## config.mk

```make
export PLATFORM = sky130hd
export DESIGN_NAME = msg_buffer
export DESIGN_NICKNAME = d
export VERILOG_FILES = /design/src/rtl/buf_types_pkg.sv /design/src/rtl/fifo_pkg.sv /design/src/rtl/fifo_ctrl_fsm.sv /design/src/rtl/msg_len_counter.sv /design/src/rtl/fifo_small.sv /design/src/rtl/msg_buffer.sv
export VERILOG_INCLUDE_DIRS = /design/src /design/src/rtl
export SDC_FILE = /design/constraint.sdc
export NUM_CORES = 1
export LEC_CHECK = 0
export BUFFER_PORTS_ARGS = -buffer_cell sky130_fd_sc_hd__buf_2
export CAP_MARGIN = 20
export CORE_UTILIZATION = 60
export CTS_CLUSTER_DIAMETER = 80
export DETAILED_ROUTE_END_ITERATION = 12
export PLACE_DENSITY = 0.9
export SLEW_MARGIN = 40
export SYNTH_ARGS = -nofsm -noshare
export SYNTH_HDL_FRONTEND = slang
export SYNTH_SLANG_ARGS = --single-unit
```

## constraint.sdc

```tcl
create_clock -name clk -period 6.9 [get_ports clk]
set_clock_uncertainty 0.1 [all_clocks]
set_input_delay 0.69 -clock clk [delete_from_list [all_inputs] [get_ports clk]]
set_output_delay 0.69 -clock clk [all_outputs]
set_load 0.01 [all_outputs]
```

## src/rtl/buf_params.svh

```systemverilog
`ifndef BUF_PARAMS_SVH
`define BUF_PARAMS_SVH

// --------------------
// Word stream
// --------------------

// Width of one data word on the write and read side
`define BUF_WORD_WIDTH 16

// Word FIFO entries, shared by all buffered messages
`define BUF_WORD_DEPTH 8

// --------------------
// Message lengths
// --------------------

// Length FIFO entries, one per finished message
`define BUF_LEN_DEPTH 4

// 8 bits hold lengths 1 to 255
`define BUF_LEN_WIDTH 8

`endif

```

## src/rtl/buf_types_pkg.sv

```systemverilog
`include "buf_params.svh"

package buf_types_pkg;

    // --------------------
    // Word FIFO payload
    // --------------------

    // One stored word
    // Last marks the final word of a message
    typedef struct packed {
        logic [`BUF_WORD_WIDTH-1:0] data;
        logic                       last;
    } word_t;

    // --------------------
    // Length FIFO payload
    // --------------------

    // Number of words in one finished message
    // Zero never appears, a message has at least its last word
    typedef logic [`BUF_LEN_WIDTH-1:0] msg_len_t;

    // Longest message the buffer can describe
    localparam msg_len_t MSG_LEN_MAX = '1;

endpackage : buf_types_pkg

```

## src/rtl/fifo_pkg.sv

```systemverilog
package fifo_pkg;

    // --------------------
    // FIFO control state
    // --------------------

    // Fill level as seen by the control FSM
    // EMPTY    no entries, reads are blocked
    // PARTIAL  at least one entry and at least one free slot
    // FULL     all slots taken, writes are blocked
    typedef enum logic [1:0] {
        EMPTY   = 2'b00,
        PARTIAL = 2'b01,
        FULL    = 2'b10
    } ctrl_state_e;

    // Encoding 2'b11 is unused
    // The FSM falls back to EMPTY if it ever sees it

endpackage : fifo_pkg

```

## src/rtl/fifo_ctrl_fsm.sv

```systemverilog
module fifo_ctrl_fsm #(
    parameter int  DEPTH   = 4,
    localparam int PTR_WID = (DEPTH > 1) ? $clog2(DEPTH) : 1
) (
    input  logic               clk,
    input  logic               reset,

    // Write side
    input  logic               wr,
    output logic               wr_safe,
    output logic [PTR_WID-1:0] wr_ptr,
    output logic               full,
    output logic               oflow,

    // Read side
    input  logic               rd,
    output logic [PTR_WID-1:0] rd_ptr,
    output logic               empty,
    output logic               uflow
);
    import fifo_pkg::*;

    // --------------------
    // Parameters
    // --------------------

    // Count runs 0 to DEPTH inclusive
    localparam int                 CNT_WID  = $clog2(DEPTH + 1);
    localparam logic [CNT_WID-1:0] CNT_MAX  = CNT_WID'(DEPTH);
    localparam logic [PTR_WID-1:0] PTR_LAST = PTR_WID'(DEPTH - 1);

    // --------------------
    // Signals
    // --------------------

    ctrl_state_e        state;
    ctrl_state_e        state_next;
    logic [CNT_WID-1:0] count;
    logic [CNT_WID-1:0] count_next;
    logic               rd_safe;

    // Levels come straight from the registered state
    assign full  = (state == FULL);
    assign empty = (state == EMPTY);

    // Protection: drop writes when full, ignore reads when empty
    assign wr_safe = wr && !full;
    assign rd_safe = rd && !empty;

    // --------------------
    // Fill count
    // --------------------

    // Simultaneous read and write leaves the count alone
    always_comb begin
        case ({wr_safe, rd_safe})
            2'b10:   count_next = count + 1'b1;
            2'b01:   count_next = count - 1'b1;
            default: count_next = count;
        endcase
    end

    // --------------------
    // State transitions
    // --------------------

    always_comb begin
        state_next = state;
        case (state)
            EMPTY: begin
                // DEPTH of 1 goes straight to FULL
                if (wr_safe) begin
                    state_next = (count_next == CNT_MAX) ? FULL : PARTIAL;
                end
            end
            PARTIAL: begin
                if (count_next == CNT_MAX) begin
                    state_next = FULL;
                end else if (count_next == '0) begin
                    state_next = EMPTY;
                end
            end
            FULL: begin
                // Only a read can leave FULL
                if (rd_safe) begin
                    state_next = (count_next == '0) ? EMPTY : PARTIAL;
                end
            end
            default: begin
                state_next = EMPTY;
            end
        endcase
    end

    // --------------------
    // Registers
    // --------------------

    always_ff @(posedge clk) begin
        if (reset) begin
            state  <= EMPTY;
            count  <= '0;
            wr_ptr <= '0;
            rd_ptr <= '0;
            oflow  <= 1'b0;
            uflow  <= 1'b0;
        end else begin
            state <= state_next;
            count <= count_next;
            // Pointers wrap at DEPTH, which need not be a power of two
            if (wr_safe) begin
                wr_ptr <= (wr_ptr == PTR_LAST) ? '0 : wr_ptr + 1'b1;
            end
            if (rd_safe) begin
                rd_ptr <= (rd_ptr == PTR_LAST) ? '0 : rd_ptr + 1'b1;
            end
            // One-cycle flags for blocked operations
            oflow <= wr && full;
            uflow <= rd && empty;
        end
    end

    // --------------------
    // Assertions
    // --------------------

    // Count can never pass the number of slots
    a_count_max: assert property (
        @(posedge clk) disable iff (reset) count <= CNT_MAX
    );

    // EMPTY state and a zero count always move together
    a_empty_state: assert property (
        @(posedge clk) disable iff (reset) (state == EMPTY) == (count == '0)
    );

endmodule : fifo_ctrl_fsm

```

## src/rtl/msg_len_counter.sv

```systemverilog
module msg_len_counter (
    input  logic                    clk,
    input  logic                    reset,

    // Word stream from the writer
    input  logic                    wr,
    input  logic                    wr_last,

    // Levels of both FIFOs
    input  logic                    word_full,
    input  logic                    len_full,

    // FIFO write strobes and the length payload
    output logic                    word_wr,
    output logic                    len_wr,
    output buf_types_pkg::msg_len_t len_data,

    // Back-pressure and drop report to the writer
    output logic                    full,
    output logic                    oflow
);
    import buf_types_pkg::*;

    // --------------------
    // Signals
    // --------------------

    // Words already accepted in the current message
    msg_len_t count;
    logic     accept;

    // Either FIFO full blocks the word
    // A last word needs a length slot too, so both must have room
    assign full   = word_full || len_full;
    assign accept = wr && !full;

    // Accepted words go straight to the word FIFO
    assign word_wr = accept;

    // Length push in the same cycle as the last word
    // so both become readable together
    assign len_wr   = accept && wr_last;
    assign len_data = msg_len_t'(count + 1'b1);

    // --------------------
    // Message count
    // --------------------

    always_ff @(posedge clk) begin
        if (reset) begin
            count <= '0;
            oflow <= 1'b0;
        end else begin
            if (len_wr) begin
                // Next word starts a new message
                count <= '0;
            end else if (accept) begin
                count <= len_data;
            end
            // Dropped word, flag it for one cycle
            oflow <= wr && full;
        end
    end

    // --------------------
    // Assertions
    // --------------------

    // A message must end by its 255th word
    // otherwise the length field would wrap
    a_len_limit: assert property (
        @(posedge clk) disable iff (reset)
        (accept && !wr_last) |-> (len_data != MSG_LEN_MAX)
    );

endmodule : msg_len_counter

```

## src/rtl/fifo_small.sv

```systemverilog
module fifo_small #(
    parameter type DATA_T = logic [15:0],
    parameter int  DEPTH  = 4
) (
    input  logic  clk,
    input  logic  reset,

    // Write side
    input  logic  wr,
    input  DATA_T wr_data,
    output logic  full,
    output logic  oflow,

    // Read side
    input  logic  rd,
    output DATA_T rd_data,
    output logic  empty,
    output logic  uflow
);
    // --------------------
    // Parameters
    // --------------------

    localparam int PTR_WID = (DEPTH > 1) ? $clog2(DEPTH) : 1;

    // --------------------
    // Signals
    // --------------------

    // Small array, maps to distributed memory
    DATA_T              mem [DEPTH];
    logic               wr_safe;
    logic [PTR_WID-1:0] wr_ptr;
    logic [PTR_WID-1:0] rd_ptr;

    // --------------------
    // Control FSM
    // --------------------

    fifo_ctrl_fsm #(
        .DEPTH   ( DEPTH )
    ) ctrl (
        .clk     ( clk ),
        .reset   ( reset ),
        .wr      ( wr ),
        .wr_safe ( wr_safe ),
        .wr_ptr  ( wr_ptr ),
        .full    ( full ),
        .oflow   ( oflow ),
        .rd      ( rd ),
        .rd_ptr  ( rd_ptr ),
        .empty   ( empty ),
        .uflow   ( uflow )
    );

    // Store only writes the FSM let through
    always_ff @(posedge clk) begin
        if (wr_safe) begin
            mem[wr_ptr] <= wr_data;
        end
    end

    // Head entry visible without a read strobe
    // Valid once empty drops, one cycle after the write
    assign rd_data = mem[rd_ptr];

endmodule : fifo_small

```

## src/rtl/msg_buffer.sv

```systemverilog
`include "buf_params.svh"

module msg_buffer (
    input  logic                       clk,
    input  logic                       reset,

    // Writer
    input  logic                       wr,
    input  logic [`BUF_WORD_WIDTH-1:0] wr_data,
    input  logic                       wr_last,
    output logic                       full,
    output logic                       oflow,

    // Word reader
    input  logic                       word_rd,
    output logic [`BUF_WORD_WIDTH-1:0] word_data,
    output logic                       word_last,
    output logic                       word_empty,
    output logic                       word_uflow,

    // Length reader
    input  logic                       len_rd,
    output buf_types_pkg::msg_len_t    len_data_out,
    output logic                       len_empty,
    output logic                       len_uflow
);
    import buf_types_pkg::*;

    // --------------------
    // Signals
    // --------------------

    word_t    wr_word;
    word_t    rd_word;
    logic     word_wr;
    logic     word_full;
    logic     len_wr;
    logic     len_full;
    msg_len_t len_data;

    // Word and its last flag travel as one entry
    assign wr_word   = '{data: wr_data, last: wr_last};
    assign word_data = rd_word.data;
    assign word_last = rd_word.last;

    // --------------------
    // Acceptance and length
    // --------------------

    msg_len_counter len_counter (
        .clk       ( clk ),
        .reset     ( reset ),
        .wr        ( wr ),
        .wr_last   ( wr_last ),
        .word_full ( word_full ),
        .len_full  ( len_full ),
        .word_wr   ( word_wr ),
        .len_wr    ( len_wr ),
        .len_data  ( len_data ),
        .full      ( full ),
        .oflow     ( oflow )
    );

    // --------------------
    // FIFOs
    // --------------------

    // Overflow ports stay open, writes are already gated by full
    fifo_small #(
        .DATA_T  ( word_t ),
        .DEPTH   ( `BUF_WORD_DEPTH )
    ) word_fifo (
        .clk     ( clk ),
        .reset   ( reset ),
        .wr      ( word_wr ),
        .wr_data ( wr_word ),
        .full    ( word_full ),
        .oflow   ( ),
        .rd      ( word_rd ),
        .rd_data ( rd_word ),
        .empty   ( word_empty ),
        .uflow   ( word_uflow )
    );

    fifo_small #(
        .DATA_T  ( msg_len_t ),
        .DEPTH   ( `BUF_LEN_DEPTH )
    ) len_fifo (
        .clk     ( clk ),
        .reset   ( reset ),
        .wr      ( len_wr ),
        .wr_data ( len_data ),
        .full    ( len_full ),
        .oflow   ( ),
        .rd      ( len_rd ),
        .rd_data ( len_data_out ),
        .empty   ( len_empty ),
        .uflow   ( len_uflow )
    );

endmodule : msg_buffer

```

==> results.cfg <==
[outcome]
status = completed

[place]
place_congestion = 0.7570
numPortBuffers = 52
place_ws_ns = 3.371
dp_hpwl_mm = 9.402
post-place-cells = 682

[cts]
cts_sinks = 205
cts_buffers = 20
clockBufferDepth = 3
postCtsHoldBufs = 0
cts-root-buf = clkbuf_16
cts_tree = yes
clk_latency_ns = 0.48
clk_pin_slew_ns = 0.06
cts_max_level = 1
cts_setup_buffers = 0
cts-resized-gates = 0

[sta]
max_slew_margin = 0.5471
fin_setup_tns_ns = 0
fin_ws_ns = 3.370
layout_min_cycle_time_ns = 3.530
hold_viol = 0
worstMarginPinSlew_ns = 0.6793
finalSetupViolCount = 0
report.final.slew_viol_count = 0
fmax_ghz = 0.2833
fin_crit_sh = 0.5116
rsz0062_at_grt = false

[global_route]
grt_pass1_wl_mm = 23.38
antenna_found_initial = 0
grt_pass1_vias = 4419
grt_max_degree = 35
grt_overflow = 0
track_usage = 0.2190

[synth]
synth_flop_cell = edfxtp_1
yosysSeqAreaShare = 0.7023
synth_warnings = 0
synth_edf_count = 168
async_reset_ff_frac = 0
syn_area_per_cell_sq_um = 17.75
syn_area_sq_mm = 0.008238
ys_types = 48
synthesis.nets = 501
ys_ff_latch = 205
synth_cells = 464

[floorplan]
core-area_sq_mm = 0.01330
start_util = 0.6196
die_h_microns = 119.2
rows = 42
ios = 53
die_area_sq_mm = 0.01420
die_x_microns = 119.2

[hold_path]
whs_path_depth = 1
min_path_type = primary input to register

[finish]
drive_gt1_frac = 0.3081
n_fill_cell = 776
mostFrequentLayoutCells = edfxtp_1 (168), buf_2 (52), mux4_2 (42)
mostFrequentLayoutCell = edfxtp_1
syn_to_final_growth_pct = 13.17
stdcell_count = 719
final_nets = 565

[drt]
dr.pass1.iters = 5
remaining_drc_errors = 0
vias = 4274
wl_per_cell_microns = 21.26
wl_mm = 15.29
first_iter_violations = 337
viasPerCell = 5.944
ant_nets = 0

[flow_run]
drv_cap = 0

[critical_path]
required_ns = 7.16
crit_slowest_cell = and3_1
crit_type = register to register
slowest_delay_ns = 0.48
worstPathCellList = nand2b_2, and3_1, inv_2, ha_1, xor2_1, ha_1, a21oi_1, xnor3_1, or3b_1, nand3_1, o311ai_4
cp_common_cell = ha_1
cp-end-kind = register
start_kind = register
ff2ff_path_depth = 11
cp_max_fo = 13
worstPathArrival_ns = 3.78

[power]
leakage_nw = 3.278
ir_drop_mv = 0.1908
p_per_area_mw_per_mm2 = 313.0
power.total_w = 0.002918
==> metrics by stage <==
| stage | utilization | instance area [sq um] | hold WS [ns] |
|---|---|---|---|
| final | 0.7012 | 9323 | 0.3847 |
| after global routing | 0.7010 | 9320 | 0.3802 |
| after CTS | 0.7002 | 9309 | 0.3668 |
| after detailed placement | 0.6555 | 8715 | 0.3770 |
| after global placement | 0.6552 | 8711 | 0.3689 |
| after floorplan | - | 8238 | 0.3488 |
==> logic make-up after synthesis <==
family          share of synthesized area
buf+inv                           0.01838
flops                              0.7023
mux                                0.1441
xor+xnor                          0.02293
simple gates                      0.06410
fa+ha+maj                         0.02369
compound gates                    0.02445
==> worst paths after layout <==
| path | end | start | slack, ns |
|---|---|---|---|
| worst max-delay path | word_fifo.ctrl.state[0]$_SDFFE_PP0P_ | len_fifo.ctrl.state[0]$_SDFFE_PP0P_ | 3.37 |
| worst min-delay path | word_fifo.mem[2][13]$_DFFE_PP_ | wr_data[12] | 0.38 |
| worst max register to register | word_fifo.ctrl.state[0]$_SDFFE_PP0P_ | len_fifo.ctrl.state[0]$_SDFFE_PP0P_ | 3.37 |
| worst min register to register | len_fifo.ctrl.count[1]$_SDFF_PP0_ | len_fifo.ctrl.count[1]$_SDFF_PP0_ | 0.40 |
==> per-layer routing <==
layer	share of wire	up-vias	track usage
li1	-	1927	-
met1	0.40	2162	0.2815
met2	0.52	153	0.3863
met3	0.057	32	0.03688
met4	0.020	0	0.05934
met5	0	-	0
==> Yosys cell counts, types with 2 or more instances <==
master / n / share of area
edfxtp_1: 168 / 0.61
mux4_2: 42 / 0.11
dfxtp_1: 37 / 0.090
nor2_1: 28 / 0.013
nand2_1: 20 / 0.0091
mux2_2: 17 / 0.023
xor2_1: 15 / 0.016
a21oi_1: 14 / 0.0085
ha_1: 14 / 0.021
nor3_1: 13 / 0.0079
inv_1: 9 / 0.0041
nor2b_1: 6 / 0.0046
and2_1: 5 / 0.0038
and3_1: 5 / 0.0038
buf_1: 5 / 0.0023
clkbuf_1: 5 / 0.0023
mux2i_1: 5 / 0.0061
buf_2: 4 / 0.0024
buf_4: 4 / 0.0036
nand2b_1: 4 / 0.0030
xnor2_1: 4 / 0.0043
nand3_1: 3 / 0.0018
o21ai_0: 3 / 0.0018
or3_1: 3 / 0.0023
a22oi_1: 2 / 0.0018
and3b_1: 2 / 0.0021
buf_6: 2 / 0.0027
inv_2: 2 / 0.00091
nand2b_2: 2 / 0.0021
nor4_1: 2 / 0.0015
o31ai_1: 2 / 0.0018
==> registers in the layout, summed over array words and instances, names as in the netlist, 2 cells and up, named ones only <==
name / flops
len_counter.count: 8
len_fifo.ctrl.count: 3
len_fifo.ctrl.rd_ptr: 2
len_fifo.ctrl.state: 2
len_fifo.ctrl.wr_ptr: 2
len_fifo.mem: 32
word_fifo.ctrl.count: 4
word_fifo.ctrl.rd_ptr: 3
word_fifo.ctrl.state: 2
word_fifo.ctrl.wr_ptr: 3
word_fifo.mem: 136
==> final cells by class <==
type	instances	area, sq um	area share
repair buffers	62	335.3	0.03597
diodes	1	2.502	0.0002684
multi-input cells	228	2341	0.2511
clock inverters	8	42.54	0.004563
well taps	176	220.2	0.02362
clock buffers	28	551.8	0.05919
flip-flops and latches	205	5788	0.6209
inverters	11	41.29	0.004429
==> worst max-delay path: cells and delay by family, from the launching register on <==
kind,cells,cell delay [ns]
AO/OA/AOI/OAI,2,0.34
XOR/XNOR,2,0.46
adder cells (fa/ha/maj),2,0.57
buffers and inverters,1,0.23
flip-flops,1,0.47
AND/OR/NAND/NOR,4,1.22
==> power breakdown <==
part           switching, W  total [W]  leakage (nW)  internal (W)
registers         0.0000539    0.00146          1.85       0.00141
logic              0.000240   0.000470          1.14      0.000230
clock network      0.000426   0.000986         0.288      0.000560
Note: power is estimated with default switching activity, not from simulation.
